<file path="src/hdl/bgsub_pkg.sv">
/* shared types, stream structs and register offsets for the background subtraction core
   imported by every RTL module of the subsystem */
`default_nettype none

package bgsub_pkg;

    // ========================================================================
    // scalar types
    // ========================================================================
    typedef logic [7:0]  pixel_t;       // one grayscale pixel
    typedef logic [8:0]  threshold_t;   // compared against |live - bg|
    typedef logic [15:0] count_t;       // per-frame foreground count
    typedef logic [1:0]  reg_addr_t;    // register offset
    typedef logic [15:0] reg_data_t;    // register data

    // ========================================================================
    // structs between blocks
    // ========================================================================
    typedef struct packed {
        logic       enable;     // stream accepted at fetch
        threshold_t threshold;
        logic       capture;    // high for the whole capture frame
    } bg_cfg_t;

    typedef struct packed {
        logic   active;     // pixel present
        logic   sof;        // first pixel of frame
        logic   load;       // capture frame, store live as-is
        pixel_t live;
        pixel_t bg;         // RAM read data
    } fetch_beat_t;

    typedef struct packed {
        logic   en;
        pixel_t data;
    } bg_wr_t;

    typedef struct packed {
        logic   valid;
        logic   sof;
        logic   flag;       // foreground decision
        pixel_t pixel;      // live pixel when foreground, else zero
    } fg_out_t;

    // register map
    localparam reg_addr_t REG_CTRL     = 2'd0;  // bit 0 enable, bit 1 capture
    localparam reg_addr_t REG_THRESH   = 2'd1;
    localparam reg_addr_t REG_FG_COUNT = 2'd2;  // read only
    localparam reg_addr_t REG_FRAMES   = 2'd3;  // read only, wraps at 2^16

endpackage

`default_nettype wire
</file>
<file path="src/hdl/bg_config_regs.sv">
/* control registers for the background subtraction core, with capture sequencing
   and readback of the per-frame statistics from motion_stats */
`timescale 1ns/1ps
`default_nettype none

module bg_config_regs
    import bgsub_pkg::*;
(
    input  wire logic      clk,
    input  wire logic      rst,
    input  wire logic      reg_wr,        // one-cycle write strobe
    input  wire reg_addr_t reg_addr,
    input  wire reg_data_t reg_wdata,
    input  wire logic      pix_sof,
    input  wire logic      frame_done,    // last pixel of frame accepted at fetch
    input  wire count_t    fg_count,
    input  wire count_t    frame_count,
    output bg_cfg_t        cfg,
    output reg_data_t      reg_rdata
);

    typedef enum logic [1:0] {
        CAP_IDLE,
        CAP_ARMED,       // waiting for the next frame start
        CAP_ACTIVE       // current frame is being stored
    } cap_state_t;

    cap_state_t cap_state;
    logic       enable;
    threshold_t threshold;
    logic       sof_accept;    // frame start that fetch will take
    logic       capture;

    assign sof_accept = pix_sof && enable;

    // capture rises together with the accepted sof so the first pixel is loaded too
    assign capture = (cap_state == CAP_ACTIVE) ||
                     ((cap_state == CAP_ARMED) && sof_accept);

    assign cfg = '{enable: enable, threshold: threshold, capture: capture};

    // ========================================================================
    // writable registers
    // ========================================================================
    always_ff @(posedge clk) begin
        if (rst) begin
            enable    <= 1'b0;
            threshold <= '0;
        end else if (reg_wr) begin
            if (reg_addr == REG_CTRL)   enable    <= reg_wdata[0];
            if (reg_addr == REG_THRESH) threshold <= reg_wdata[8:0];
        end
    end

    // capture sequencing, a write of bit 1 arms it
    always_ff @(posedge clk) begin
        if (rst) begin
            cap_state <= CAP_IDLE;
        end else begin
            case (cap_state)
                CAP_IDLE:   if (reg_wr && reg_addr == REG_CTRL && reg_wdata[1])
                                cap_state <= CAP_ARMED;
                CAP_ARMED:  if (sof_accept) cap_state <= CAP_ACTIVE;
                CAP_ACTIVE: if (frame_done) cap_state <= CAP_IDLE;
                default:    cap_state <= CAP_IDLE;
            endcase
        end
    end

    // readback mux
    always_comb begin
        case (reg_addr)
            REG_CTRL:     reg_rdata = {14'd0, cap_state != CAP_IDLE, enable};
            REG_THRESH:   reg_rdata = {7'd0, threshold};
            REG_FG_COUNT: reg_rdata = fg_count;
            default:      reg_rdata = frame_count;
        endcase
    end

    // a frame that both starts and ends in one pixel would leave capture stuck active
    a_no_done_at_arm: assert property (@(posedge clk) disable iff (rst)
        (cap_state == CAP_ARMED && pix_sof) |-> !frame_done)
        else $error("frame_done together with sof while capture armed");

endmodule

`default_nettype wire

</file>
<file path="config.mk">
export PLATFORM = sky130hd
export DESIGN_NAME = bg_config_regs
export DESIGN_NICKNAME = d
export VERILOG_FILES = /design/src/hdl/bgsub_pkg.sv /design/src/hdl/bg_config_regs.sv
export SDC_FILE = /design/constraint.sdc
export NUM_CORES = 1
export LEC_CHECK = 0
export ABC_AREA = 1
export BUFFER_PORTS_ARGS = -buffer_cell sky130_fd_sc_hd__buf_4
export CORE_MARGIN = 4
export CORE_UTILIZATION = 37
export CTS_BUF_LIST = sky130_fd_sc_hd__clkbuf_8
export CTS_CLUSTER_DIAMETER = 80
export CTS_CLUSTER_SIZE = 28
export DETAILED_ROUTE_END_ITERATION = 10
export GPL_ROUTABILITY_DRIVEN = 1
export PLACE_DENSITY = 0.89
export SETUP_SLACK_MARGIN = 0.05
export SLEW_MARGIN = 10
export SYNTH_ARGS = -nofsm -noshare
export SYNTH_HDL_FRONTEND = slang
export SYNTH_SLANG_ARGS = --single-unit
</file>
<file path="constraint.sdc">
create_clock -name clk -period 1.8 [get_ports clk]
set_input_delay 0.27 -clock clk [delete_from_list [all_inputs] [get_ports clk]]
set_output_delay 0.27 -clock clk [all_outputs]
set_load 0.05 [all_outputs]
</file>
==> flow_summary_export.csv <==
group,metric,value,unit
status,status,"completed",
global_route,grt_pass1_wl,3690,µm
global_route,grt_usage,17.9,%
floorplan,ios,82,
synth,ys_seq_area_share,32.5,%
placed_design,portBuffers,74,
global_route,grt_max_degree,19,
clock_tree,clk_pin_slew,0.05,ns
global_route,overflow,0,
drt,drc,0,
clock_tree,clk_path_buf_depth,2,
synth,ys.warnings.count,0,
synth,synth_cell_types,15,
drt,drtIter0Drc,21,
critical_path,critPathLaunchType,"flop",
floorplan,core.rowCount,15,
synth,yosys.area_share.simple,22.4,%
critical_path,worstSetupEndpointType,"output pin",
sta,drv_slew,0,
sta,relSlewSlack,76.6,%
clock_tree,cts_setup_buffers,0,
final_layout,insertedDiodeCount,0,
drt,routed_wl,2660,µm
sta,skew,0.000107,ns
final_layout,multi_input_area,414,µm²
synth,syn_avg_cell_area,6.65,µm²
final_layout,drive_above_1_share,48.6,%
sta,setup-violations-final,0,
clock_tree,cts-resized-gates,0,
pwr,cellPowerDensity,652,mW/mm²
sta,period_needed,1.45,ns
drt,wl_per_cell,12.8,µm
synth,syn-cell-area,738,µm²
critical_path,critical_path_class,"flop to output pin",
floorplan,die-area,0.00277,mm²
critical_path,cp.arrival,1.18,ns
placed_design,hpwl,2140,µm
floorplan,start_util,41.0,%
drt,vias,1024,
final_layout,layout.nets,240,
sta,rsz0062_at_grt,"false",
drt,ant_nets,0,
synth,synth_compound_area_share,32.0,%
final_layout,regArea,249,µm²
run,maxCapViolations,0,
synth,ys_seq_elements,12,
sta,setup_tns,0,ns
synth,synthAdderAreaFrac,0,%
pwr,p_leak,0.675,nW
clock_tree,clock_sinks,12,
synth,synth_xor_area_share,0,%
clock_tree,cts_tree,"built",
synth,synthCells,111,
clock_tree,insertion_delay,0.23,ns
global_route,grt_pass1_vias,898,
clock_tree,root_buffer,"clkbuf_8",
synth,synth_top_family_by_area,"compound AO/OA/AOI/OAI gates",
worst_hold_path,hp-class,"input pin to flop",
final_layout,n_fill_cell,147,
floorplan,die_y,52.7,µm
drt,firstDrtPassIters,4,
placed_design,gp_congestion,0.891,
pwr,ir_worst_vdd,0.000350,V
drt,viasPerCell,4.92,
clock_tree,cts_buffers,3,
sta,whs,0.205,ns
sta,fin_crit_sh,80.5,%
floorplan,core,0.00180,mm²
critical_path,worstPathRequired,1.53,ns
floorplan,die_width,52.7,µm
clock_tree,ctsHoldBuffers,0,
clock_tree,cts_max_level,1,
synth,synthesis.nets,166,
global_route,antenna_found_initial,0,
sta,fmax,690,MHz
sta,hold_viol_final,0,
synth,synth_mux_area_share,0,%
sta,worstMarginPinSlew,0.350,ns
final_layout,syn_to_final_growth,83.6,%
critical_path,path_max_fanout,5,
==> registers in the layout, summed over array words and instances, names as in the netlist <==
signal / flops
threshold: 9
cap_state: 2
enable: 1
==> layout by cell type (no fill, tap or decap) <==
master,n
nand3_1,5
inv_2,2
dfxtp_2,7
nand3_2,1
o2111ai_2,2
o21ai_0,10
clkbuf_8,3
nor2_1,4
o211ai_1,7
nand2_1,29
a21oi_1,11
dfxtp_1,5
buf_4,74
nand4_1,1
a22o_1,7
inv_1,15
==> synth_stat cells <==
cell type  instances  area, µm²
nand4_1            1       6.26
nor2_1             4       15.0
o211ai_1           7       52.6
nand3_1            5       25.0
inv_2              2       7.51
a22o_1             7       61.3
dfxtp_1           12        240
buf_4              3       22.5
o21ai_0           10       50.1
buf_2              2       10.0
inv_1             15       56.3
a21oi_1           11       55.1
nand3_2            1       10.0
nand2_1           29        109
o2111ai_1          2       17.5
==> critical path: stages (launching register included) <==
cell       delay, ns
dfxtp_1         0.38
inv_1           0.08
nand2_1         0.09
nand2_1         0.06
o2111ai_2       0.09
buf_4           0.23
==> layout make-up <==
class	count	area share [%]
clock buffers	3	3.05
inverters	17	4.71
multi-input cells	77	30.6
well taps	25	2.31
repair buffers	74	41.0
flip-flops and latches	12	18.4
==> logic make-up after synthesis <==
kind of cell / after synthesis
buffers and inverters: 22
and+or+nand+nor: 40
AOI/OAI and AO/OA: 37
DFF: 12
==> power breakdown <==
part           leakage (nW)  internal [mW]  switching, mW
logic                 0.553          0.142          0.222
registers             0.101          0.280        0.00663
clock network        0.0216          0.146         0.0856
total                 0.675          0.569          0.314
==> per-stage QoR <==
| stage | std cells | util [%] | cell area [µm²] | power (mW) | setup slack (ns) |
|---|---|---|---|---|---|
| 2_1_floorplan | 111 | - | 759 | 0.503 | 0.176 |
| 3_3_place_gp | 205 | 72.9 | 1310 | 0.652 | 0.344 |
| 3_5_place_dp | 205 | 72.9 | 1310 | 0.657 | 0.354 |
| 4_1_cts | 208 | 75.2 | 1360 | 0.892 | 0.352 |
| 5_1_grt | 208 | 75.2 | 1360 | 0.919 | 0.263 |
| 6_report | 208 | 75.2 | 1360 | 0.883 | 0.351 |
==> layer usage <==
| metal | GRT usage, % | vias up | routed length, µm |
|---|---|---|---|
| li1 | - | 523 | - |
| met1 | 18.5 | 445 | 1050 |
| met2 | 34.1 | 56 | 1320 |
| met3 | 4.56 | 0 | 281 |
| met4 | 6.38 | 0 | 0 |
| met5 | 0 | - | 0 |
==> path summary, 6_finish.rpt <==
check,startpoint,cells after the start,slack [ns],endpoint
max,cap_state[0],5,0.35,reg_rdata[1]
min,rst,2,0.21,enable
max reg2reg,cap_state[0],6,0.84,cap_state[0]
min reg2reg,threshold[8],2,0.46,threshold[8]
Note: power is estimated with default switching activity, not from simulation.
