`src/hdl/bgsub_pkg.sv`:
```
/* shared types, stream structs and register offsets for the background subtraction core
   imported by every RTL module of the subsystem */
`default_nettype none

package bgsub_pkg;

    // ========================================================================
    // scalar types
    // ========================================================================
    typedef logic [7:0]  pixel_t;       // one grayscale pixel
    typedef logic [8:0]  threshold_t;   // compared against |live - bg|
    typedef logic [15:0] count_t;       // per-frame foreground count
    typedef logic [1:0]  reg_addr_t;    // register offset
    typedef logic [15:0] reg_data_t;    // register data

    // ========================================================================
    // structs between blocks
    // ========================================================================
    typedef struct packed {
        logic       enable;     // stream accepted at fetch
        threshold_t threshold;
        logic       capture;    // high for the whole capture frame
    } bg_cfg_t;

    typedef struct packed {
        logic   active;     // pixel present
        logic   sof;        // first pixel of frame
        logic   load;       // capture frame, store live as-is
        pixel_t live;
        pixel_t bg;         // RAM read data
    } fetch_beat_t;

    typedef struct packed {
        logic   en;
        pixel_t data;
    } bg_wr_t;

    typedef struct packed {
        logic   valid;
        logic   sof;
        logic   flag;       // foreground decision
        pixel_t pixel;      // live pixel when foreground, else zero
    } fg_out_t;

    // register map
    localparam reg_addr_t REG_CTRL     = 2'd0;  // bit 0 enable, bit 1 capture
    localparam reg_addr_t REG_THRESH   = 2'd1;
    localparam reg_addr_t REG_FG_COUNT = 2'd2;  // read only
    localparam reg_addr_t REG_FRAMES   = 2'd3;  // read only, wraps at 2^16

endpackage

`default_nettype wire
```
`src/hdl/pixel_fetch.sv`:
```
/* front stage of the pipeline, generates the pixel address, reads the background RAM
   and lines the live pixel up with the read data one cycle later */
`timescale 1ns/1ps
`default_nettype none

module pixel_fetch
    import bgsub_pkg::*;
#(
    parameter int ADDR_WIDTH   = 17,
    parameter int FRAME_PIXELS = 76800
) (
    input  wire logic                  clk,
    input  wire logic                  rst,
    input  wire bg_cfg_t               cfg,
    input  wire logic                  pix_active,
    input  wire logic                  pix_sof,
    input  wire pixel_t                pix_live,
    input  wire pixel_t                rd_data,
    output logic                       rd_en,
    output logic [ADDR_WIDTH-1:0]      rd_addr,
    output fetch_beat_t                beat,
    output logic [ADDR_WIDTH-1:0]      beat_addr,
    output threshold_t                 beat_thresh,
    output logic                       frame_done    // last pixel accepted this cycle
);

    localparam logic [ADDR_WIDTH-1:0] LAST_ADDR = ADDR_WIDTH'(FRAME_PIXELS - 1);

    logic                  accept;
    logic [ADDR_WIDTH-1:0] addr_cnt;     // address of the next non-sof pixel
    logic [ADDR_WIDTH-1:0] cur_addr;
    logic                  active_q;
    logic                  sof_q;
    logic                  load_q;
    pixel_t                live_q;

    assign accept     = pix_active && cfg.enable;     // enable low blocks the stream here
    assign cur_addr   = pix_sof ? '0 : addr_cnt;
    assign frame_done = accept && (cur_addr == LAST_ADDR);

    assign rd_en   = accept;
    assign rd_addr = cur_addr;

    always_ff @(posedge clk) begin
        if (rst) begin
            addr_cnt <= '0;
        end else if (accept) begin
            addr_cnt <= frame_done ? '0 : cur_addr + 1'b1;
        end
    end

    // ========================================================================
    // alignment registers, one cycle like the RAM read
    // ========================================================================
    always_ff @(posedge clk) begin
        if (rst) begin
            active_q <= 1'b0;
            sof_q    <= 1'b0;
        end else begin
            active_q <= accept;
            sof_q    <= accept && pix_sof;
        end
    end

    always_ff @(posedge clk) begin
        load_q      <= cfg.capture;
        live_q      <= pix_live;
        beat_addr   <= cur_addr;
        beat_thresh <= cfg.threshold;
    end

    assign beat = '{active: active_q, sof: sof_q, load: load_q, live: live_q, bg: rd_data};

    a_addr_in_frame: assert property (@(posedge clk) disable iff (rst)
        accept |-> int'(cur_addr) < FRAME_PIXELS)
        else $error("pixel address beyond frame");

    // previous frame must be complete before a new one starts
    a_sof_at_frame_start: assert property (@(posedge clk) disable iff (rst)
        (accept && pix_sof) |-> addr_cnt == '0)
        else $error("sof before previous frame completed");

endmodule

`default_nettype wire

```
`config.mk`:
```
export PLATFORM = sky130hd
export DESIGN_NAME = pixel_fetch
export DESIGN_NICKNAME = d
export VERILOG_FILES = /design/src/hdl/bgsub_pkg.sv /design/src/hdl/pixel_fetch.sv
export SDC_FILE = /design/constraint.sdc
export NUM_CORES = 1
export LEC_CHECK = 0
export ABC_CLOCK_PERIOD_IN_PS = 3200
export BUFFER_PORTS_ARGS = -buffer_cell sky130_fd_sc_hd__buf_2
export CELL_PAD_IN_SITES_DETAIL_PLACEMENT = 0
export CELL_PAD_IN_SITES_GLOBAL_PLACEMENT = 2
export CORE_MARGIN = 3
export CORE_UTILIZATION = 27
export CTS_CLUSTER_DIAMETER = 200
export DETAILED_ROUTE_END_ITERATION = 7
export PLACE_DENSITY = 0.9
export SLEW_MARGIN = 20
export SYNTH_ARGS = -nofsm -noshare
export SYNTH_HDL_FRONTEND = slang
export SYNTH_SLANG_ARGS = --single-unit
```
`constraint.sdc`:
```
create_clock -name clk -period 3.2 [get_ports clk]
set_input_delay 0.16 -clock clk [delete_from_list [all_inputs] [get_ports clk]]
set_output_delay 0.16 -clock clk [all_outputs]
set_load 0.005 [all_outputs]
```
==> metrics.md <==
| Metric | Value |
|---|---|
| Status | `finished clean` |
| #FFs+latches synth | `54` |
| Post-Syn Nets | `226` |
| Yosys top cell area share | `57.07%` |
| Synth area leaders | `dfxtp_1 (57%), nor2b_1 (5.0%), buf_4 (4.4%)` |
| Worst EP required | `3.04 ns` |
| Row Count | `29` |
| Most frequent cell after synthesis | `dfxtp_1` |
| Max Clock Freq | `408.5 MHz` |
| GRT overflow | `0` |
| Final net count | `313` |
| Total number of vias | `1,618` |
| CP Max Fanout | `6` |
| First-pass GRT wire length | `7679 um` |
| Hold Path Class | `in2reg` |
| Clk_lat worst skew | `0.31 ns` |
| Cell Area, Placed | `2308 sq um` |
| Grt met1 use | `14.70%` |
| Largest net degree at the start of global routing | `21` |
| Ys async rst share | `0%` |
| Routed wire length | `4446 um` |
| Hpwl dp | `3121 um` |
| Initial Utilization | `28.84%` |
| Number of flops mapped to enable cells by yosys | `0` |
| N_diodes | `0` |
| Sw Share | `22.57%` |
| Met3 Use GR | `3.840%` |
| Final Hold Viols | `0` |
| P_sw | `0.2646 mW` |
| CP startpoint | `addr_cnt[0]` |
| Commonest cells post-synth | `dfxtp_1 (54), nor2b_1 (15), a21oi_1 (14), nand2_1 (14), nor2_1 (14)` |
| Die ar. | `8057 sq um` |
| RSZ-0062 raised after global routing | `false` |
| Number of distinct library cells after synthesis | `38` |
| Clock share of power | `34.5%` |
| Clk slew on worst S/H paths | `0.10 ns` |
| Vias per Instance | `4.315` |
| Setup violators final | `0` |
| TritonCTS buffer count | `5` |
| Final Cell Area | `2587 sq um` |
| Seq/Total Area, Yosys | `57.07%` |
| GPL Wtd Cong | `0.7758` |
| First-pass iteration count of the detailed router | `4` |
| Setup TNS | `0 ns` |
| CTS sink count | `54` |
| Synth warn | `0` |
| PortBufs | `78` |
| DR iter-0 viols | `86` |
| Maximum capacitance violations | `0` |
| Pins Over Slew Limit | `0` |
| Max_slew headroom | `64.18%` |
| Post-route ant nets | `0` |
| Combinational Power Share | `6.5%` |
| Peak VDD IR | `0.1484 mV` |
| Top Usage Layer GRT | `met2` |
| Startpoint Class | `flop` |
| Final Power | `1.172 mW` |
| Critical path destination | `frame_done` |
| Wire per inst | `11.86 um` |
| Seq pwr share | `59.0%` |
| R2R Path End | `addr_cnt[3]` |
| Crit Path Category | `reg2out` |
| Met2 usage | `17.48%` |
| Post-layout min period | `2.448 ns` |
| Cell Area, Synth | `1894 sq um` |
| Pint | `0.9076 mW` |
| Pwr dens | `453.1 nW/um^2` |
| Worst Max-Slew Pin Slew | `0.5374 ns` |
| Reg-to-reg slack, setup | `0.87 ns` |
| CTS root buf | `clkbuf_8` |
| Final period utilization | `76.50%` |
| WP data arrival | `2.29 ns` |
| CTS Buffer Depth | `2` |
| # DRC | `0` |
| Htree depth | `2` |
| Proportion of layout cells with a drive suffix above 1 | `32.98%` |
| Die Y-Extent | `89.76 um` |
| Synth Flop Type | `dfxtp_1` |
| Layout area overhead | `36.59%` |
| Initial antenna violation count | `0` |
| Width of the chip | `89.76 um` |
| GRT Util Overall | `11.27%` |
| RR Startpoint | `addr_cnt[0]` |
| Syn Area/Cell | `9.765 sq um` |
| I/O Pins | `95` |
| Reg2reg path depth | `7` |
| Clock Skews | `0.009018 ns` |
| Resized Gates After CTS | `0` |
| Post-Syn Instances | `194` |
| Pleak | `1.133 nW` |
| Setup crit end kind | `primary output` |
| Core Region | `6568 sq um` |
| Cell taking the most area after synthesis | `dfxtp_1` |
| Vias in the first global route | `1,551` |
| CTS tree | `built` |
-- sequential cells by signal, summed over array words and instances (netlist names) --
name / cells
active_q: 1
beat_thresh: 9
load_q: 1
live_q: 8
sof_q: 1
beat_addr: 17
addr_cnt: 17
-- placed cells by master, fill, tap and decap left out, types with 2 or more instances in the layout --
master	synthesis	final
nand3_1	9	9
nor3_1	3	3
nand4b_1	2	2
nand3b_1	2	2
a21oi_1	14	14
dfxtp_1	54	54
nor4_1	3	3
clkbuf_8	0	6
xnor2_1	3	3
nor2b_1	15	15
buf_4	11	3
nor2_1	14	14
nand2b_1	3	3
and4_1	2	2
inv_1	4	4
a31oi_1	6	6
buf_2	1	78
o21ai_0	6	6
dlygate4sd3_1	0	18
o21ai_1	2	2
or3_1	2	2
a211oi_1	3	3
nand2_1	14	14
-- metal layers --
metal | vias to the layer above | wire length (um)
li1 | 831 | -
met1 | 712 | 2150
met2 | 66 | 1854
met3 | 9 | 377
met4 | 0 | 64
met5 | - | 0
-- metrics by stage --
stage / setup slack [ns] / util (%) / std cells / hold slack [ns]
3_3_place_gp: 0.9794 / 35.15 / 349 / 0.2622
2_1_floorplan: 1.079 / - / 194 / 0.1877
5_1_grt: 0.5040 / 39.40 / 375 / 0.2494
4_1_cts: 0.7277 / 39.40 / 375 / 0.2201
6_report: 0.7519 / 39.40 / 375 / 0.2310
3_5_place_dp: 0.8722 / 35.15 / 349 / 0.2641
-- kinds of logic (layout without fill, tap and decap cells) --
logic type | Yosys count | in the layout | share of synthesized area, %
simple gates | 79 | 79 | 23.98
xor+xnor | 3 | 3 | 1.387
fa+ha+maj | 1 | 1 | 0.6604
compound gates | 33 | 33 | 9.842
flops | 54 | 54 | 57.07
buf+inv | 24 | 112 | 7.066
-- what timing repair did --
action                                 CTS  global route
hold buffers                            18             0
endpoints found under the hold margin   18             0
setup buffers                            0             0
-- power groups by stage --
stage	Combinational, mW	Sequential, mW	Clock [mW]
after global placement	0.0604	0.707	0
after floorplan	0.0328	0.710	0
final	0.0765	0.692	0.404
after detailed placement	0.0603	0.707	0
after global routing	0.0853	0.694	0.445
after CTS	0.0773	0.692	0.423
-- how the worst min path moves through the flow --
stage | startpoint | endpoint | slack [ns] | cells past startpoint
3_3_place_gp | cfg[4] | beat_thresh[3] | 0.26 | 1
2_1_floorplan | cfg[1] | beat_thresh[0] | 0.19 | 0
3_5_place_dp | cfg[4] | beat_thresh[3] | 0.26 | 1
6_report | rst | addr_cnt[6] | 0.23 | 2
5_1_grt | rst | addr_cnt[12] | 0.25 | 2
4_1_cts | rst | addr_cnt[12] | 0.22 | 2
-- final cells by class --
class,instances,area (sq um)
clock buffers,6,82.58
well taps,93,116.4
clock inverters,2,16.27
multi-input cells,116,679.4
flip-flops and latches,54,1081
fillers,649,3980
inverters,5,18.77
repair buffers,99,593.1
-- worst max-delay path, stage by stage, from the launching register on --
cell and delay (ns):
dfxtp_1 0.38, nor2b_1 0.28, ha_1 0.27, nand3_1 0.20, nor4_2 0.49, nand2_1 0.18
inv_1 0.08, buf_2 0.10
(Power assumes the default switching activity.)
