[src/hdl/bgsub_pkg.sv]
/* shared types, stream structs and register offsets for the background subtraction core
   imported by every RTL module of the subsystem */
`default_nettype none

package bgsub_pkg;

    // ========================================================================
    // scalar types
    // ========================================================================
    typedef logic [7:0]  pixel_t;       // one grayscale pixel
    typedef logic [8:0]  threshold_t;   // compared against |live - bg|
    typedef logic [15:0] count_t;       // per-frame foreground count
    typedef logic [1:0]  reg_addr_t;    // register offset
    typedef logic [15:0] reg_data_t;    // register data

    // ========================================================================
    // structs between blocks
    // ========================================================================
    typedef struct packed {
        logic       enable;     // stream accepted at fetch
        threshold_t threshold;
        logic       capture;    // high for the whole capture frame
    } bg_cfg_t;

    typedef struct packed {
        logic   active;     // pixel present
        logic   sof;        // first pixel of frame
        logic   load;       // capture frame, store live as-is
        pixel_t live;
        pixel_t bg;         // RAM read data
    } fetch_beat_t;

    typedef struct packed {
        logic   en;
        pixel_t data;
    } bg_wr_t;

    typedef struct packed {
        logic   valid;
        logic   sof;
        logic   flag;       // foreground decision
        pixel_t pixel;      // live pixel when foreground, else zero
    } fg_out_t;

    // register map
    localparam reg_addr_t REG_CTRL     = 2'd0;  // bit 0 enable, bit 1 capture
    localparam reg_addr_t REG_THRESH   = 2'd1;
    localparam reg_addr_t REG_FG_COUNT = 2'd2;  // read only
    localparam reg_addr_t REG_FRAMES   = 2'd3;  // read only, wraps at 2^16

endpackage

`default_nettype wire
[src/hdl/adaptive_background.sv]
/* 3-stage foreground decision and dual-rate background update with write-back,
   fed by pixel_fetch, fixed latency of 3 cycles from beat to fg and RAM write */
`timescale 1ns/1ps
`default_nettype none

module adaptive_background
    import bgsub_pkg::*;
#(
    parameter int ADDR_WIDTH   = 17,
    parameter int SHIFT_LG2    = 4,    // background rate 1/2^n
    parameter int FG_SHIFT_LG2 = 8     // foreground rate 1/2^n
) (
    input  wire logic                  clk,
    input  wire logic                  rst,
    input  wire fetch_beat_t           beat,
    input  wire logic [ADDR_WIDTH-1:0] beat_addr,
    input  wire threshold_t            beat_thresh,
    output bg_wr_t                     wr,
    output logic [ADDR_WIDTH-1:0]      wr_addr,
    output fg_out_t                    fg
);

    // ========================================================================
    // pipeline registers
    // ========================================================================
    // stage 1, latched beat
    logic                  act1, sof1, load1;
    pixel_t                live1, bg1;
    threshold_t            thresh1;
    logic [ADDR_WIDTH-1:0] addr1;

    // stage 2, difference and decision
    logic                  act2, sof2, load2;
    pixel_t                live2, bg2;
    logic                  fg2;
    logic signed [8:0]     diff2;
    logic [ADDR_WIDTH-1:0] addr2;

    // stage 3, new background and outputs
    logic                  act3, sof3, load3;
    pixel_t                live3, newbg3;
    logic                  fg3;
    logic [ADDR_WIDTH-1:0] addr3;

    // combinational
    logic signed [8:0]     diff1;
    logic [8:0]            abs1;
    logic                  fg1;
    logic signed [8:0]     delta2;
    logic signed [9:0]     sum2;     // one extra bit so +255 overflow is visible
    pixel_t                newbg2;
    logic                  flag3;

    // stage 1 math
    assign diff1 = $signed({1'b0, live1}) - $signed({1'b0, bg1});   // -255..255
    assign abs1  = diff1[8] ? 9'(-diff1) : diff1;
    assign fg1   = abs1 > thresh1;

    // stage 2 math, slow rate lets a stopped object fade into the background
    assign delta2 = fg2 ? (diff2 >>> FG_SHIFT_LG2) : (diff2 >>> SHIFT_LG2);
    assign sum2   = $signed({2'b00, bg2}) + $signed({delta2[8], delta2});

    // clamp to 0..255
    always_comb begin
        if (sum2[9])      newbg2 = 8'd0;     // negative
        else if (sum2[8]) newbg2 = 8'd255;   // above full scale
        else              newbg2 = sum2[7:0];
    end

    // ========================================================================
    // control bits, reset
    // ========================================================================
    always_ff @(posedge clk) begin
        if (rst) begin
            act1 <= 1'b0;
            act2 <= 1'b0;
            act3 <= 1'b0;
            sof1 <= 1'b0;
            sof2 <= 1'b0;
            sof3 <= 1'b0;
        end else begin
            act1 <= beat.active;
            act2 <= act1;
            act3 <= act2;
            sof1 <= beat.sof;
            sof2 <= sof1;
            sof3 <= sof2;
        end
    end

    // data path, no reset
    always_ff @(posedge clk) begin
        load1   <= beat.load;
        live1   <= beat.live;
        bg1     <= beat.bg;
        thresh1 <= beat_thresh;
        addr1   <= beat_addr;

        load2   <= load1;
        live2   <= live1;
        bg2     <= bg1;
        fg2     <= fg1;
        diff2   <= diff1;
        addr2   <= addr1;

        load3   <= load2;
        live3   <= live2;
        newbg3  <= newbg2;
        fg3     <= fg2;
        addr3   <= addr2;
    end

    // ========================================================================
    // outputs
    // ========================================================================
    // capture frame compares against stale RAM, so no foreground is reported there
    assign flag3 = act3 && fg3 && !load3;

    assign wr      = '{en: act3, data: load3 ? live3 : newbg3};
    assign wr_addr = addr3;
    assign fg      = '{valid: act3, sof: act3 && sof3, flag: flag3,
                       pixel: flag3 ? live3 : 8'd0};

    a_wr_matches_valid: assert property (@(posedge clk) disable iff (rst)
        wr.en == fg.valid)
        else $error("write enable and result valid differ");

    a_fixed_latency: assert property (@(posedge clk) disable iff (rst)
        beat.active |-> ##3 fg.valid)
        else $error("beat did not produce a result 3 cycles later");

endmodule

`default_nettype wire

[config.mk]
export PLATFORM = sky130hd
export DESIGN_NAME = adaptive_background
export DESIGN_NICKNAME = d
export VERILOG_FILES = /design/src/hdl/bgsub_pkg.sv /design/src/hdl/adaptive_background.sv
export SDC_FILE = /design/constraint.sdc
export NUM_CORES = 1
export LEC_CHECK = 0
export BUFFER_PORTS_ARGS = -buffer_cell sky130_fd_sc_hd__buf_2
export CORE_UTILIZATION = 45
export DETAILED_ROUTE_END_ITERATION = 16
export MAX_ROUTING_LAYER = met4
export PLACE_DENSITY = 0.71
export SLEW_MARGIN = 10
export SYNTH_ARGS = -nofsm -noshare
export SYNTH_HDL_FRONTEND = slang
export SYNTH_SLANG_ARGS = --single-unit
[constraint.sdc]
create_clock -name clk -period 3 [get_ports clk]
set_input_delay 0.15 -clock clk [delete_from_list [all_inputs] [get_ports clk]]
set_output_delay 0.15 -clock clk [all_outputs]
set_load 0.02 [all_outputs]
==> impl_metrics.env <==
export IMPL_cts_reportedPaths_clkPinSlew_ns=0.06
export IMPL_floorplan_io_pins=84
export IMPL_timing_critical_path_from_type="register"
export IMPL_hold_viol=0
export IMPL_grt_first_pass_wirelength_mm=11.6
export IMPL_drcViolationCount=0
export IMPL_cts_sinks=124
export IMPL_routed_via_density=4.45
export IMPL_slew_violations=0
export IMPL_htreeDepth=4
export IMPL_layout_drive_gt1_share=0.309
export IMPL_num_antenna_cells=0
export IMPL_die_area_sq_um=9030
export IMPL_stdcell_count=603
export IMPL_mappedNetlistArea_sq_um=3890
export IMPL_netlist_instances=322
export IMPL_max_slew_margin_rel=0.583
export IMPL_timing_hold_worst_path_depth=2
export IMPL_grt_use_total=0.181
export IMPL_critical_path_arrival_ns=3.68
export IMPL_weighted_congestion_reported_at_the_end_of_routability_driven_placement=0.825
export IMPL_maxCapViolations=0
export IMPL_critical_path_endpoint_type="register"
export IMPL_worst_path_max_delay_cell="sky130_fd_sc_hd__dfxtp_2"
export IMPL_synth_flop_cell="sky130_fd_sc_hd__dfxtp_1"
export IMPL_multiInputGateArea_sq_um=1290
export IMPL_power_switching_fraction=0.252
export IMPL_commonest_cells_after_routing_fill_and_taps_aside="122 x sky130_fd_sc_hd__dfxtp_1, 83 x sky130_fd_sc_hd__buf_2, 48 x sky130_fd_sc_hd__dlygate4sd3_1"
export IMPL_post_syn_area_per_cell_sq_um=12.1
export IMPL_finalPower_mw=4.60
export IMPL_mappedNetlistNets=398
export IMPL_power_share_clock=0.440
export IMPL_dpl_hpwl_mm=4.63
export IMPL_power_per_cell_area_nw_per_um2=814
export IMPL_area_growth_pct=45.2
export IMPL_timing_hold_worst_class="in2reg"
export IMPL_final_fill_count=615
export IMPL_grt_overflow_total=0
export IMPL_first_global_vias=2664
export IMPL_antenna_found_initial=0
export IMPL_async_s_r_ff_share_synth=0
export IMPL_mostFrequentLayoutCell="sky130_fd_sc_hd__dfxtp_1"
export IMPL_synth_seq_cells=124
export IMPL_path_class="reg2reg"
export IMPL_run_status="finished with violations"
export IMPL_relative_contribution_of_combinational_cells_to_total_power=0.159
export IMPL_chip_width_microns=95.0
export IMPL_core_area_sq_um=8300
export IMPL_peakVddDrop_mv=0.518
export IMPL_timing_final_setup_violations=1
export IMPL_synth_edff_count=0
export IMPL_clkLatencyLatePin_ns=0.52
export IMPL_setup_repair_after_global_routing_missed_its_margin="yes"
export IMPL_seq_area_sq_um=2480
export IMPL_worst_slew_pin_transition_ns=0.621
export IMPL_clock_skew_final_ns=0.0139
export IMPL_placement_rows=33
export IMPL_worst_path_dominant_cell_family="compound AO/OA/AOI/OAI gates"
export IMPL_tritoncts="done"
export IMPL_post_route_min_period_ns=3.28
export IMPL_floorplan_die_height_microns=95.0
export IMPL_post_synth_top_area_fraction=0.638
export IMPL_num_nets_final=561
export IMPL_number_of_drc_markers_after_the_initial_detailed_route_iteration=110
export IMPL_final_setup_worst_slack_ns=-0.278
export IMPL_crit_chain="inv_2 > ha_4 > inv_2 > fa_2 > a211o_1 > a211o_1 > a21o_1 > a21o_4 > nor2_4 > xor2_1 > ha_1 > a21o_1 > a21oi_2 > nor2b_1 > o31a_1 > o21ai_1 > a22oi_1"
export IMPL_clk_root_buffer_cell="sky130_fd_sc_hd__clkbuf_8"
export IMPL_placed_insts=520
export IMPL_timing_critical_path_slowest_cell_delay_ns=0.32
export IMPL_largest_net_degree_at_the_start_of_global_routing=17
export IMPL_antenna_left=0
export IMPL_worst_path_max_fanout=4
export IMPL_min_period_over_period=1.09
export IMPL_r2r_worst_path_cells=17
export IMPL_via_count=2683
export IMPL_yosysSeqAreaShare=0.638
export IMPL_route_detailed_wl_per_inst_microns=11.7
export IMPL_fmax_ghz=0.305
export IMPL_netSwitchingPower_mw=1.16
export IMPL_synth_unique_cells=40
export IMPL_cts_buffers_inserted=17
export IMPL_holdWs_ns=0.268
export IMPL_clk_path_buf_depth=2
export IMPL_cp_required_ns=3.40
export IMPL_dr_pass1_iters=4
export IMPL_initial_cell_density_of_the_core=0.469
export IMPL_synth_top_cell_by_area="sky130_fd_sc_hd__dfxtp_1"
export IMPL_cell_internal_pwr_mw=3.44
export IMPL_violations="negative setup slack"
export IMPL_path_depth=17
export IMPL_post_synth_main_area_contributors="sky130_fd_sc_hd__dfxtp_1 64%, sky130_fd_sc_hd__ha_1 8.7%, sky130_fd_sc_hd__inv_1 3.0%"
export IMPL_placement_io_buffers=83
export IMPL_p_seq_frac=0.401
export IMPL_cellLeakagePower_nw=2.67
export IMPL_cp_num_buf_inv=2
export IMPL_detail_route_wirelength_mm=7.06
export IMPL_synth_warning_count=0
-- per-stage QoR --
stage | setup TNS [ns] | utilization | setup slack [ns] | cell area, sq um
5_1_grt | -0.433 | 0.681 | -0.433 | 5660
2_1_floorplan | -0.241 | - | -0.241 | 3900
3_5_place_dp | -0.379 | 0.545 | -0.379 | 4520
3_3_place_gp | -0.304 | 0.545 | -0.304 | 4520
6_report | -0.278 | 0.681 | -0.278 | 5660
4_1_cts | -0.274 | 0.680 | -0.274 | 5640
-- what timing repair did --
| action | CTS | global route |
|---|---|---|
| endpoints found under the setup margin | 1 | 1 |
| hold buffers | 48 | 0 |
| buffers inserted | 2 | 1 |
| gates resized for setup | 7 | 4 |
| hold endpoints to repair | 49 | 0 |
| pin swaps | 13 | 10 |
-- synth_stat cells (2+ instances only) --
| cell | instances |
|---|---|
| sky130_fd_sc_hd__xor2_1 | 8 |
| sky130_fd_sc_hd__xnor2_1 | 10 |
| sky130_fd_sc_hd__nand4_1 | 3 |
| sky130_fd_sc_hd__o21ai_0 | 11 |
| sky130_fd_sc_hd__a211o_1 | 2 |
| sky130_fd_sc_hd__a21o_1 | 3 |
| sky130_fd_sc_hd__and2_1 | 9 |
| sky130_fd_sc_hd__nor3_1 | 3 |
| sky130_fd_sc_hd__nand2b_1 | 2 |
| sky130_fd_sc_hd__buf_4 | 3 |
| sky130_fd_sc_hd__ha_1 | 27 |
| sky130_fd_sc_hd__nor2b_1 | 11 |
| sky130_fd_sc_hd__mux2_2 | 8 |
| sky130_fd_sc_hd__nor2_1 | 15 |
| sky130_fd_sc_hd__fa_1 | 2 |
| sky130_fd_sc_hd__nand2_1 | 8 |
| sky130_fd_sc_hd__a21oi_1 | 18 |
| sky130_fd_sc_hd__dfxtp_1 | 124 |
| sky130_fd_sc_hd__o21a_1 | 4 |
| sky130_fd_sc_hd__inv_1 | 31 |
-- logic make-up after synthesis --
group | count (synthesis) | share of synthesized area
AO/OA/AOI/OAI | 52 | 0.0893
flip-flops | 124 | 0.638
multiplexers | 8 | 0.0231
AND/OR/NAND/NOR | 55 | 0.0736
XOR/XNOR | 18 | 0.0405
adder cells (fa/ha/maj) | 29 | 0.0970
buffers and inverters | 36 | 0.0389
-- worst register-to-register path, stage by stage, from the launching register on --
cell and delay, ns:
sky130_fd_sc_hd__dfxtp_2 0.32, sky130_fd_sc_hd__inv_2 0.06, sky130_fd_sc_hd__ha_4 0.12, sky130_fd_sc_hd__inv_2 0.03, sky130_fd_sc_hd__fa_2 0.32, sky130_fd_sc_hd__a211o_1 0.32
sky130_fd_sc_hd__a211o_1 0.32, sky130_fd_sc_hd__a21o_1 0.17, sky130_fd_sc_hd__a21o_4 0.23, sky130_fd_sc_hd__nor2_4 0.08, sky130_fd_sc_hd__xor2_1 0.16, sky130_fd_sc_hd__ha_1 0.27
sky130_fd_sc_hd__a21o_1 0.17, sky130_fd_sc_hd__a21oi_2 0.12, sky130_fd_sc_hd__nor2b_1 0.05, sky130_fd_sc_hd__o31a_1 0.23, sky130_fd_sc_hd__o21ai_1 0.12, sky130_fd_sc_hd__a22oi_1 0.07
-- flip-flops by register name, indices dropped and copies added, names as in the netlist, 5 cells and up --
| signal | count |
|---|---|
| addr1 | 17 |
| bg1 | 8 |
| live2 | 8 |
| newbg3 | 8 |
| addr2 | 17 |
| live3 | 8 |
| bg2 | 8 |
| wr_addr | 17 |
| diff2 | 5 |
| thresh1 | 9 |
| live1 | 8 |
-- routing by layer --
metal / wire length, microns / track usage
met1: 2980 / 0.183
met2: 3630 / 0.308
met3: 287 / 0.0582
met4: 155 / 0.105
met5: 0 / -
-- worst paths after layout --
check | from | end | slack, ns
worst min-delay path | beat[7] | bg1[7] | 0.27
worst max register to register | live1[0] | fg2 | -0.28
worst max-delay path | live1[0] | fg2 | -0.28
worst min register to register | load2 | load3 | 0.32
-- layout make-up --
type / instances / share of cell area
clock buffers: 18 / 0.0739
clock inverters: 14 / 0.0323
inverters: 32 / 0.0221
multi-input cells: 162 / 0.228
flip-flops and latches: 124 / 0.439
well taps: 105 / 0.0232
repair buffers: 148 / 0.181
-- power groups by stage --
stage | Combinational (mW) | Clock [mW] | Sequential (mW)
final | 0.734 | 2.02 | 1.85
after global routing | 0.822 | 2.15 | 1.86
after CTS | 0.717 | 2.06 | 1.85
after detailed placement | 0.649 | 0 | 1.88
after global placement | 0.635 | 0 | 1.88
after floorplan | 0.457 | 0 | 1.88
No activity file was read; power rests on OpenSTA's default activity.
