**src/hdl/bgsub_pkg.sv**
```systemverilog
/* shared types, stream structs and register offsets for the background subtraction core
   imported by every RTL module of the subsystem */
`default_nettype none

package bgsub_pkg;

    // ========================================================================
    // scalar types
    // ========================================================================
    typedef logic [7:0]  pixel_t;       // one grayscale pixel
    typedef logic [8:0]  threshold_t;   // compared against |live - bg|
    typedef logic [15:0] count_t;       // per-frame foreground count
    typedef logic [1:0]  reg_addr_t;    // register offset
    typedef logic [15:0] reg_data_t;    // register data

    // ========================================================================
    // structs between blocks
    // ========================================================================
    typedef struct packed {
        logic       enable;     // stream accepted at fetch
        threshold_t threshold;
        logic       capture;    // high for the whole capture frame
    } bg_cfg_t;

    typedef struct packed {
        logic   active;     // pixel present
        logic   sof;        // first pixel of frame
        logic   load;       // capture frame, store live as-is
        pixel_t live;
        pixel_t bg;         // RAM read data
    } fetch_beat_t;

    typedef struct packed {
        logic   en;
        pixel_t data;
    } bg_wr_t;

    typedef struct packed {
        logic   valid;
        logic   sof;
        logic   flag;       // foreground decision
        pixel_t pixel;      // live pixel when foreground, else zero
    } fg_out_t;

    // register map
    localparam reg_addr_t REG_CTRL     = 2'd0;  // bit 0 enable, bit 1 capture
    localparam reg_addr_t REG_THRESH   = 2'd1;
    localparam reg_addr_t REG_FG_COUNT = 2'd2;  // read only
    localparam reg_addr_t REG_FRAMES   = 2'd3;  // read only, wraps at 2^16

endpackage

`default_nettype wire
```
**src/hdl/motion_stats.sv**
```systemverilog
/* per-frame foreground statistics, counts flagged results over FRAME_PIXELS valid
   results and holds the last completed count for readback */
`timescale 1ns/1ps
`default_nettype none

module motion_stats
    import bgsub_pkg::*;
#(
    parameter int FRAME_PIXELS = 76800
) (
    input  wire logic    clk,
    input  wire logic    rst,
    input  wire fg_out_t fg,
    output count_t       fg_count,      // last completed frame
    output count_t       frame_count    // completed frames, wraps
);

    localparam count_t LAST_PIX = count_t'(FRAME_PIXELS - 1);

    count_t valid_cnt;     // results seen in the running frame
    count_t flag_cnt;      // flagged results in the running frame
    count_t valid_base;
    count_t flag_base;

    // sof restarts the frame even if counts got out of step
    assign valid_base = fg.sof ? '0 : valid_cnt;
    assign flag_base  = fg.sof ? '0 : flag_cnt;

    always_ff @(posedge clk) begin
        if (rst) begin
            valid_cnt   <= '0;
            flag_cnt    <= '0;
            fg_count    <= '0;
            frame_count <= '0;
        end else if (fg.valid) begin
            if (valid_base == LAST_PIX) begin    // last pixel of frame
                fg_count    <= flag_base + count_t'(fg.flag);
                frame_count <= frame_count + 1'b1;
                valid_cnt   <= '0;
                flag_cnt    <= '0;
            end else begin
                valid_cnt <= valid_base + 1'b1;
                flag_cnt  <= flag_base + count_t'(fg.flag);
            end
        end
    end

    a_sof_at_zero: assert property (@(posedge clk) disable iff (rst)
        (fg.valid && fg.sof) |-> valid_cnt == '0)
        else $error("result sof with a frame still running");

    a_sof_needs_valid: assert property (@(posedge clk) disable iff (rst)
        fg.sof |-> fg.valid)
        else $error("result sof without valid");

endmodule

`default_nettype wire

```
**config.mk**
```make
export PLATFORM = sky130hd
export DESIGN_NAME = motion_stats
export DESIGN_NICKNAME = d
export VERILOG_FILES = /design/src/hdl/bgsub_pkg.sv /design/src/hdl/motion_stats.sv
export SDC_FILE = /design/constraint.sdc
export NUM_CORES = 1
export LEC_CHECK = 0
export BUFFER_PORTS_ARGS = -buffer_cell sky130_fd_sc_hd__buf_2
export CAP_MARGIN = 20
export CELL_PAD_IN_SITES_DETAIL_PLACEMENT = 0
export CELL_PAD_IN_SITES_GLOBAL_PLACEMENT = 1
export CORE_MARGIN = 2
export CORE_UTILIZATION = 25
export CTS_CLUSTER_DIAMETER = 80
export CTS_CLUSTER_SIZE = 8
export DETAILED_ROUTE_END_ITERATION = 12
export PLACE_DENSITY = 0.51
export SLEW_MARGIN = 40
export SYNTH_ARGS = -nofsm -noshare
export SYNTH_HDL_FRONTEND = slang
export SYNTH_SLANG_ARGS = --single-unit
```
**constraint.sdc**
```tcl
create_clock -name clk -period 3.8 [get_ports clk]
set_clock_uncertainty 0.2 [all_clocks]
set_input_delay 0.38 -clock clk [delete_from_list [all_inputs] [get_ports clk]]
set_output_delay 0.38 -clock clk [all_outputs]
set_load 0.005 [all_outputs]
```
==> out/results.ini, run 1 <==
[logic_synthesis]
ys_warn_count=0
syn_nets=433
ys_types=50
ys.flop_type=dfxtp_1
ys_ff_latch=64
syn_inst=416
synth_edf_count=0
syn_area_sq_um=3268
synth_seq_area_share_pct=39.20
async_flop_share_pct=0
syn_avg_cell_area_sq_um=7.856

[clock_tree]
post_cts_buffers=0
clock-sinks=64
h-tree-depth=3
root_buffer=clkbuf_16
post_cts_resized=0
ctsLongestPathBuffers=2
cts_tree=built
clk_pin_slew_ns=0.05
hold_buffers=0
clk_latency_ns=0.33
cts_buffers=9

[placed_design]
pre_cts_ws_ns=0.9380
dp_hpwl_um=6257
place_inst=608
numPortBuffers=36
placed_area_sq_um=3647
gp_congestion=0.7684

[global_route]
grt-ovfl-total=0
first_global_vias=2811
grt_use_total_pct=13.77
grt_max_degree=44
grt_pass1_wl_um=15350
antenna_found_initial=0

[timing]
min_period_ns=2.823
slew_violations=0
report.final.hold_viol_count=0
setup-tns-final_ns=0
setup_ws_ns=0.9767
tightest_slew_ns=0.5905
setup_viol=0
max-slew-margin-rel_pct=60.42
grt_setup_unrepaired=no
post-route-period-util_pct=74.30
max_clock_freq_mhz=354.2

[route]
via_per_inst=4.888
route.met2.wl_um=3999
drt-initial-drc-count=180
vias=3045
highest_layer=met4
drc=0
met1_length_um=4713
antenna_left=0
firstDrtPassIters=4
wl_per_cell_um=14.89
met3_length_um=389
routed_wl_um=9276

[floorplanning]
die_w_um=118.3
row_count=41
dieArea_sq_um=14000
initial_core_util_pct=25.79
ios=45
core_sq_um=12670
dieHeight_um=118.3

[critical_path]
worstReg2RegStart=valid_cnt[10]
arrival_ns=2.89
cp-start-kind=flop
crit_type=reg -> reg
cp_max_fo=17
r2r-end=frame_count[4]
r2r_setup_slack_ns=0.98
critPathCaptureType=flop
cp.required_ns=3.86
worst_r2r_path_depth=6

[outcome]
status=complete, no violations

[hold_path]
whs_path_depth=2
min_to=fg_count[0]
min_path_type=reg -> reg
hold_path_startpoint=fg_count[0]

[cells_and_area]
final_core_utilization_pct=31.32
nFillCells=1345
syn_to_final_growth_pct=21.44
fin_area_sq_um=3969
drive_gt1_share_pct=15.30
nNetsFinal=464
multi_input_area_sq_um=1828
final_cells=623
regArea_sq_um=1281
diodes=0

[run]
drv_cap=0

[pwr]
p_per_area_nw_per_um2=412.2
vdd_drop_max_mv=0.1913
p_leak_nw=1.384

-- cells in the final DEF (no fill, tap or decap), types with 3 or more instances in the layout --
cell type,netlist,routed
and3_1,7,7
a21oi_1,32,32
a211oi_1,7,7
or3_1,4,4
nand2_1,51,51
o32ai_1,4,4
nor2b_1,4,4
inv_1,11,11
clkbuf_16,0,9
xnor2_1,22,22
a31oi_1,5,5
nand3b_1,3,3
a32oi_1,3,3
a22oi_1,5,5
nand2b_1,5,5
dfxtp_1,64,64
ha_1,4,4
nor4_1,13,12
nand4_1,13,13
nor2_1,41,41
mux2i_1,5,5
nand3_1,31,31
nor3_1,9,9
buf_4,0,13
xor2_1,4,4
o21ai_0,10,10
buf_2,3,36
o31ai_1,3,3
-- Yosys cell counts, drive strengths merged, types with 2 or more instances --
library cell  number  area, sq um
a211oi             7        52.55
a21oi             32        160.2
a22oi              5        37.54
a31oi              5        31.28
a32o               2        20.02
a32oi              3        26.28
and2               2        12.51
and3               7        43.79
and4               2        17.52
buf                6        33.78
clkbuf            23        86.33
dfxtp             64         1281
ha                 4        50.05
inv               11        41.29
mux2i              5        50.05
nand2             51        191.4
nand2b             5        31.28
nand3             31        155.2
nand3b             3        22.52
nand4             13        81.33
nor2              41        153.9
nor2b              4        25.02
nor3              10        55.05
nor4              13        81.33
o21ai             10        50.05
o31ai              3        22.52
o32ai              4        35.03
o41ai              2        17.52
or2                3        18.77
or3                4        25.02
or4                3        26.27
xnor2             22        192.7
xor2               4        35.03
-- through the flow --
step                      power (mW)  hold WS [ns]
after floorplan               0.7258        0.2365
after global placement        0.7488        0.2374
after detailed placement      0.7488        0.2437
after CTS                      1.663        0.2514
after global routing           1.705        0.2696
final                          1.636        0.2476
-- metal layers --
| metal | global-route usage, % | up-vias |
|---|---|---|
| li1 | - | 1549 |
| met1 | 19.17 | 1427 |
| met2 | 20.38 | 58 |
| met3 | 3.041 | 11 |
| met4 | 5.723 | 0 |
| met5 | 0 | - |
-- where the power goes --
part           switching (mW)  internal, mW  leakage, nW
logic                  0.0435        0.0147        0.709
clock network           0.298         0.605        0.159
registers             0.00158         0.673        0.516
-- critical path, stage by stage, from the launching register on --
cell	delay (ns)
dfxtp_1	0.38
or4b_4	0.55
or4_4	0.60
or2_1	0.31
buf_4	0.22
or3_1	0.35
a21oi_1	0.14
-- registers in the layout (all words and copies together) (netlist names) --
register	count
fg_count	16
flag_cnt	16
frame_count	16
valid_cnt	16
-- logic make-up after synthesis --
group / count (synthesis) / synth area share (%)
flops: 64 / 39.20
buf+inv: 41 / 5.053
mux: 5 / 1.531
fa+ha+maj: 4 / 1.531
compound gates: 79 / 15.47
xor+xnor: 26 / 6.968
simple gates: 197 / 30.24
-- worst max path at each step --
| stage | start | endpoint | slack, ns | cells after the start |
|---|---|---|---|---|
| after floorplan | fg[9] | flag_cnt[8] | 0.91 | 10 |
| final | valid_cnt[10] | frame_count[4] | 0.98 | 6 |
| after detailed placement | fg[9] | flag_cnt[8] | 0.94 | 8 |
| after global routing | valid_cnt[10] | frame_count[4] | 0.86 | 6 |
| after CTS | valid_cnt[10] | frame_count[4] | 0.98 | 6 |
| after global placement | fg[9] | flag_cnt[8] | 0.94 | 8 |
-- final cells by class --
| class | instances | area share [%] |
|---|---|---|
| clock buffer | 12 | 6.463 |
| clock inverter | 3 | 1.639 |
| inverter | 12 | 1.135 |
| multi-input combinational | 311 | 46.06 |
| sequential | 64 | 32.28 |
| tap | 172 | 5.422 |
| timing repair buffer | 49 | 6.999 |
Note: power is estimated with default switching activity, not from simulation.
==> run 2, diff against run 1 <==
==> constraint.sdc (replaced) <==
create_clock -name clk -period 2.8 [get_ports clk]
set_clock_uncertainty 0.2 [all_clocks]
set_input_delay 0.28 -clock clk [delete_from_list [all_inputs] [get_ports clk]]
set_output_delay 0.28 -clock clk [all_outputs]
set_load 0.005 [all_outputs]
==> run 2 against run 1 <==
Compared with the run above: fmax grew 7.6%; combinational power rose by 45%; count of clock-buffer cells in the layout increased by 1; design area up 1.3%; worst hold slack barely moved; largest cell class unchanged.
==> out/results.ini, run 2 (synthesis results as in run 1) <==
[clock_tree]
h-tree-depth=3  ; unchanged
clk_pin_slew_ns=0.05  ; about the same
cts_buffers=9  ; unchanged
post_cts_resized=0  ; unchanged
cts_tree=built  ; unchanged
hold_buffers=0  ; unchanged
post_cts_buffers=0  ; unchanged
root_buffer=clkbuf_16  ; unchanged
ctsLongestPathBuffers=2  ; unchanged
clk_latency_ns=0.33  ; about the same
clock-sinks=64  ; unchanged

[pwr]
p_sw_share_pct=22.17  ; was 20.95%
combPwrFrac_pct=4.0  ; was 3.6%
seqPwrFrac_pct=43.8  ; was 41.3%
p_leak_nw=1.422  ; was 1.384 nW
p_per_area_nw_per_um2=519.5  ; was 412.2 nW/um^2
vdd_drop_max_mv=0.2622  ; was 0.1913 mV
clkPwrFrac_pct=52.1  ; was 55.2%
p_int_mw=1.626  ; was 1.293 mW
switchingPower_mw=0.4631  ; was 0.3428 mW

[cells_and_area]
nFillCells=1379  ; was 1345
nNetsFinal=474  ; was 464
syn_to_final_growth_pct=23.05  ; was 21.44%
diodes=0  ; unchanged
drive_gt1_share_pct=17.14  ; was 15.30%
final_common_cell=dfxtp_1  ; unchanged
fin_area_sq_um=4021  ; was 3969 sq um
final_cell_mix=64 x dfxtp_1, 51 x nand2_1, 41 x nor2_1  ; unchanged

[route]
wl_per_cell_um=14.65  ; was 14.89 um
drc=0  ; unchanged
drt-initial-drc-count=198  ; was 180
antenna_left=0  ; unchanged
vias=3121  ; was 3045
via_per_inst=4.930  ; was 4.888
firstDrtPassIters=4  ; unchanged
routed_wl_um=9271  ; was 9276 um

[timing]
max-slew-margin-rel_pct=51.40  ; was 60.42%
slew_violations=0  ; unchanged
report.final.hold_viol_count=0  ; unchanged
max_clock_freq_mhz=381.0  ; was 354.2 MHz
grt_setup_unrepaired=no  ; unchanged
post-route-period-util_pct=93.74  ; was 74.30%
setup-tns-final_ns=0  ; unchanged
tightest_slew_ns=0.7290  ; was 0.5905 ns
setup_viol=0  ; unchanged
min_period_ns=2.625  ; was 2.823 ns

[global_route]
grt-ovfl-total=0  ; unchanged
grt_use_total_pct=13.45  ; was 13.77%
first_global_vias=2828  ; was 2811
antenna_found_initial=0  ; unchanged
grt_max_degree=64  ; was 44
grt_pass1_wl_um=15010  ; was 15350 um

[floorplanning]
die_w_um=118.3  ; unchanged
row_count=41  ; unchanged
ios=45  ; unchanged
dieArea_sq_um=14000  ; unchanged
core_sq_um=12670  ; unchanged
dieHeight_um=118.3  ; unchanged
initial_core_util_pct=25.79  ; unchanged

[critical_path]
cp_max_fo=7  ; was 17
critPathCaptureType=flop  ; unchanged
crit_type=reg -> reg  ; unchanged
cp.required_ns=2.85  ; was 3.86 ns
arrival_ns=2.68  ; was 2.89 ns
cp-start-kind=flop  ; unchanged
worst_r2r_path_depth=5  ; was 6

[placed_design]
numPortBuffers=36  ; unchanged
placed_area_sq_um=3729  ; was 3647 sq um
gp_congestion=0.7898  ; was 0.7684
dp_hpwl_um=6364  ; was 6257 um

[hold_path]
min_path_type=reg -> reg  ; unchanged
whs_path_depth=2  ; unchanged

[run]
drv_cap=0  ; unchanged

[outcome]
status=complete, no violations  ; unchanged

-- run 2: changes by cell type in the layout (fill, tap and decap cells not counted), sizes merged --
cell / before / now
bufinv: 2 / 0
clkinvlp: 0 / 1
buf: 49 / 59
clkbuf: 12 / 13
-- run 2: layer usage --
layer / vias to the layer above / track usage, % / share of wire, %
met5: - / 0 / 0
met4: 0 / 6.777 / 2.5
met3: 18 / 2.268 / 3.0
met2: 60 / 19.65 / 43
met1: 1472 / 18.92 / 51
li1: 1571 / - / -
-- run 2: area by class of cell --
cell class	instances	area (sq um)	share of cell area, %
Tap cell	172	215.2	5.352
Clock inverter	2	12.51	0.3111
Multi-Input combinational cell	311	1822	45.30
Sequential cell	64	1281	31.86
Inverter	12	45.04	1.120
Clock buffer	13	280.3	6.970
Timing Repair Buffer	59	365.4	9.085
-- run 2: per-stage QoR --
step                      hold slack, ns  worst slack [ns]  utilization [%]  std cells  total power, mW
final                             0.2473            0.1752            31.74        633            2.089
after global routing              0.2651           0.07764            31.74        633            2.166
after global placement            0.2395            0.1888            29.43        618            1.021
after detailed placement          0.2472            0.1778            29.43        618            1.020
after floorplan                   0.2365           0.01070                -        416           0.9851
after CTS                         0.2475            0.1616            31.74        633            2.121
-- run 2: worst max-delay path: stages (launching register included) --
cell     delay [ns]
dfxtp_1        0.32
or4b_4         0.55
or4_4          0.50
or2_1          0.32
or4_1          0.52
a21oi_1        0.14
-- run 2: worst paths after layout --
| check | to | slack, ns | startpoint |
|---|---|---|---|
| worst max-delay path | frame_count[15] | 0.18 | valid_cnt[15] |
| worst min-delay path | fg_count[10] | 0.25 | fg_count[10] |
| worst max register to register | frame_count[15] | 0.18 | valid_cnt[15] |
| worst min register to register | fg_count[10] | 0.25 | fg_count[10] |
-- run 2: power by group through the flow --
stage	clock [mW]	combinational, mW	sequential, mW
6_report	1.09	0.0843	0.916
5_1_grt	1.16	0.0925	0.915
4_1_cts	1.12	0.0854	0.916
3_5_place_dp	0	0.0851	0.935
3_3_place_gp	0	0.0854	0.935
2_1_floorplan	0	0.0502	0.935
==> run 3, diff against run 2 <==
--- a/config.mk
+++ b/config.mk
@@ -5,6 +5,7 @@
 export SDC_FILE = /design/constraint.sdc
 export NUM_CORES = 1
 export LEC_CHECK = 0
+export ABC_AREA = 1
 export BUFFER_PORTS_ARGS = -buffer_cell sky130_fd_sc_hd__buf_2
 export CAP_MARGIN = 20
 export CELL_PAD_IN_SITES_DETAIL_PLACEMENT = 0
@@ -14,7 +15,7 @@
 export CTS_CLUSTER_DIAMETER = 80
 export CTS_CLUSTER_SIZE = 8
 export DETAILED_ROUTE_END_ITERATION = 12
-export PLACE_DENSITY = 0.51
+export PLACE_DENSITY = 0.64
 export SLEW_MARGIN = 40
 export SYNTH_ARGS = -nofsm -noshare
 export SYNTH_HDL_FRONTEND = slang
==> run 3 against run 2 <==
Compared with the run above: final cell count is 25% higher; non-clock buffer count is 16 lower; design area is 6.3% higher; fmax is 16% higher; synthesized cell count is 38% higher; global-route usage is 0.18 points lower; register-to-register slack better by 0.37 ns; via count is 15% higher; synthesized area is 12% higher; count of clock-buffer cells in the layout is 4 lower; highest routed layer unchanged; sequential power hardly changed; worst setup slack better by 0.37 ns.
==> out/results.ini, run 3 <==
[timing]
min_period_ns=2.258  ; was 2.625 ns
report.final.hold_viol_count=0  ; unchanged
setup_ws_ns=0.5419  ; was 0.1752 ns
post-route-period-util_pct=80.65  ; was 93.74%
setup_viol=0  ; unchanged
tightest_slew_ns=0.6607  ; was 0.7290 ns
max_clock_freq_mhz=442.8  ; was 381.0 MHz
max-slew-margin-rel_pct=55.85  ; was 51.40%
grt_setup_unrepaired=no  ; unchanged
holdWs_ns=0.1106  ; was 0.2473 ns
slew_violations=0  ; unchanged
setup-tns-final_ns=0  ; unchanged

[floorplanning]
dieArea_sq_um=15600  ; was 14000 sq um
die_w_um=124.9  ; was 118.3 um
dieHeight_um=124.9  ; was 118.3 um
row_count=44  ; was 41
core_sq_um=14420  ; was 12670 sq um
initial_core_util_pct=25.34  ; was 25.79%
ios=45  ; unchanged

[logic_synthesis]
ys_types=30  ; was 50
syn_area_sq_um=3655  ; was 3268 sq um
synth_top_area_share_pct=35.06  ; was 39.20%
ys_ff_latch=64  ; unchanged
ys_warn_count=0  ; unchanged
synth_seq_area_share_pct=35.06  ; was 39.20%
syn_avg_cell_area_sq_um=6.345  ; was 7.856 sq um
ys_top_cells_by_count=182 x nand2_1, 79 x nor2_1, 64 x dfxtp_1  ; was 64 x dfxtp_1, 51 x nand2_1, 41 x nor2_1
synth_edf_count=0  ; unchanged
yosysTopAreaCell=dfxtp_1  ; unchanged
async_flop_share_pct=0  ; unchanged
syn_nets=593  ; was 433
ys.flop_type=dfxtp_1  ; unchanged
syn_inst=576  ; was 416
synth_area_leaders=dfxtp_1 35%, nand2_1 19%, nor2_1 8.1%  ; was dfxtp_1 39%, xnor2_1 5.9%, nand2_1 5.9%
post-synth-top-count-cell=nand2_1  ; was dfxtp_1

[global_route]
first_global_vias=3412  ; was 2828
antenna_found_initial=0  ; unchanged
grt-ovfl-total=0  ; unchanged
grt_pass1_wl_um=16730  ; was 15010 um
grt_use_total_pct=13.28  ; was 13.45%
grt_max_degree=50  ; was 64

[placed_design]
numPortBuffers=36  ; unchanged
placed_area_sq_um=3978  ; was 3729 sq um
gp_congestion=0.8017  ; was 0.7898
pre_cts_ws_ns=0.3505  ; was 0.1778 ns
dp_hpwl_um=6872  ; was 6364 um

[pwr]
vdd_drop_max_mv=0.2997  ; was 0.2622 mV
p_per_area_nw_per_um2=494.5  ; was 519.5 nW/um^2
p_leak_nw=1.621  ; was 1.422 nW

[cells_and_area]
fin_area_sq_um=4274  ; was 4021 sq um
nFillCells=1610  ; was 1379
final_cell_mix=182 x nand2_1, 79 x nor2_1, 64 x dfxtp_1  ; was 64 x dfxtp_1, 51 x nand2_1, 41 x nor2_1
nNetsFinal=622  ; was 474
multi_input_area_sq_um=2024  ; was 1822 sq um
regArea_sq_um=1281  ; unchanged
diodes=0  ; unchanged
drive_gt1_share_pct=12.46  ; was 17.14%
syn_to_final_growth_pct=16.95  ; was 23.05%
final_common_cell=nand2_1  ; was dfxtp_1

[route]
routed_wl_um=9964  ; was 9271 um
firstDrtPassIters=4  ; unchanged
via_per_inst=4.530  ; was 4.930
antenna_left=0  ; unchanged
wl_per_cell_um=12.55  ; was 14.65 um
drt-initial-drc-count=193  ; was 198
vias=3597  ; was 3121
drc=0  ; unchanged

[clock_tree]
root_buffer=clkbuf_16  ; unchanged
post_cts_resized=0  ; unchanged
ctsLongestPathBuffers=2  ; unchanged
clk_pin_slew_ns=0.06  ; was 0.05 ns
hold_buffers=0  ; unchanged
clock-sinks=64  ; unchanged
post_cts_buffers=0  ; unchanged
h-tree-depth=3  ; unchanged
cts_buffers=9  ; unchanged
cts_tree=built  ; unchanged
clk_latency_ns=0.34  ; was 0.33 ns

[critical_path]
worst_r2r_path_depth=10  ; was 5
cp.required_ns=2.86  ; was 2.85 ns
worstReg2RegStart=valid_cnt[0]  ; was valid_cnt[15]
cp-start-kind=flop  ; unchanged
r2r-end=valid_cnt[0]  ; was frame_count[15]
critPathCaptureType=flop  ; unchanged
r2r_setup_slack_ns=0.54  ; was 0.18 ns
cp_max_fo=25  ; was 7
crit_type=reg -> reg  ; unchanged
arrival_ns=2.32  ; was 2.68 ns

[hold_path]
min_path_type=in -> reg  ; was reg -> reg
hold_path_startpoint=fg[10]  ; was fg_count[10]
min_to=valid_cnt[6]  ; was fg_count[10]
whs_path_depth=3  ; was 2

[run]
drv_cap=0  ; unchanged

[outcome]
status=complete, no violations  ; unchanged

==> run 3: power by group <==
part / internal, mW / total (mW) / switching, mW
registers: 0.913 / 0.915 / 0.00168
clock network: 0.688 / 1.13 / 0.437
logic: 0.0155 / 0.0733 / 0.0578
total: 1.62 / 2.11 / 0.497
==> run 3: cells by family (layout without fill, tap and decap cells) <==
kind of cell               after synthesis  count (layout)  share of synthesized area (%)
DFF                                     64              64                          35.06
and+or+nand+nor                        341             341                          39.44
buffers and inverters                   76             110                          9.551
AOI/OAI and AO/OA                       75              75                          10.75
xor gates and xnor gates                16              16                          3.834
adders and majority gates                4               4                          1.369
==> run 3: worst max-delay path, stage by stage (launching register included) <==
cell,delay (ns)
dfxtp_1,0.32
inv_1,0.07
nor2_1,0.06
ha_1,0.23
nand4_1,0.17
inv_1,0.07
nand2_2,0.13
nor2_4,0.06
nor2_4,0.51
o21ai_0,0.19
a21oi_1,0.16
==> run 3: routing by layer <==
layer / track usage [%] / vias to the layer above / routed length [um]
met5: 0 / - / 0
met4: 5.033 / 0 / 196
met3: 3.737 / 17 / 361
met2: 21.28 / 52 / 4406
met1: 17.02 / 1630 / 4999
li1: - / 1898 / -
==> run 3: metrics by stage <==
step	instances	utilization [%]	power, mW
5_1_grt	794	29.63	2.206
3_5_place_dp	778	27.58	1.011
4_1_cts	794	29.63	2.156
6_report	794	29.63	2.114
3_3_place_gp	778	27.58	1.011
2_1_floorplan	576	-	0.9894
==> run 3: layout make-up <==
class,instances,share of cell area [%]
multi-input combinational,436,47.37
clock inverter,7,1.669
sequential,64,29.98
timing repair buffer,43,5.738
inverter,51,4.596
clock buffer,9,5.269
tap,184,5.386
==> run 3: worst max path at each step <==
stage | end | start | slack, ns
after floorplan | fg_count[15] | fg[9] | 0.66
after global placement | valid_cnt[0] | fg[9] | 0.38
after detailed placement | valid_cnt[0] | fg[9] | 0.35
after CTS | valid_cnt[0] | valid_cnt[0] | 0.51
after global routing | valid_cnt[0] | valid_cnt[0] | 0.30
final | valid_cnt[0] | valid_cnt[0] | 0.54
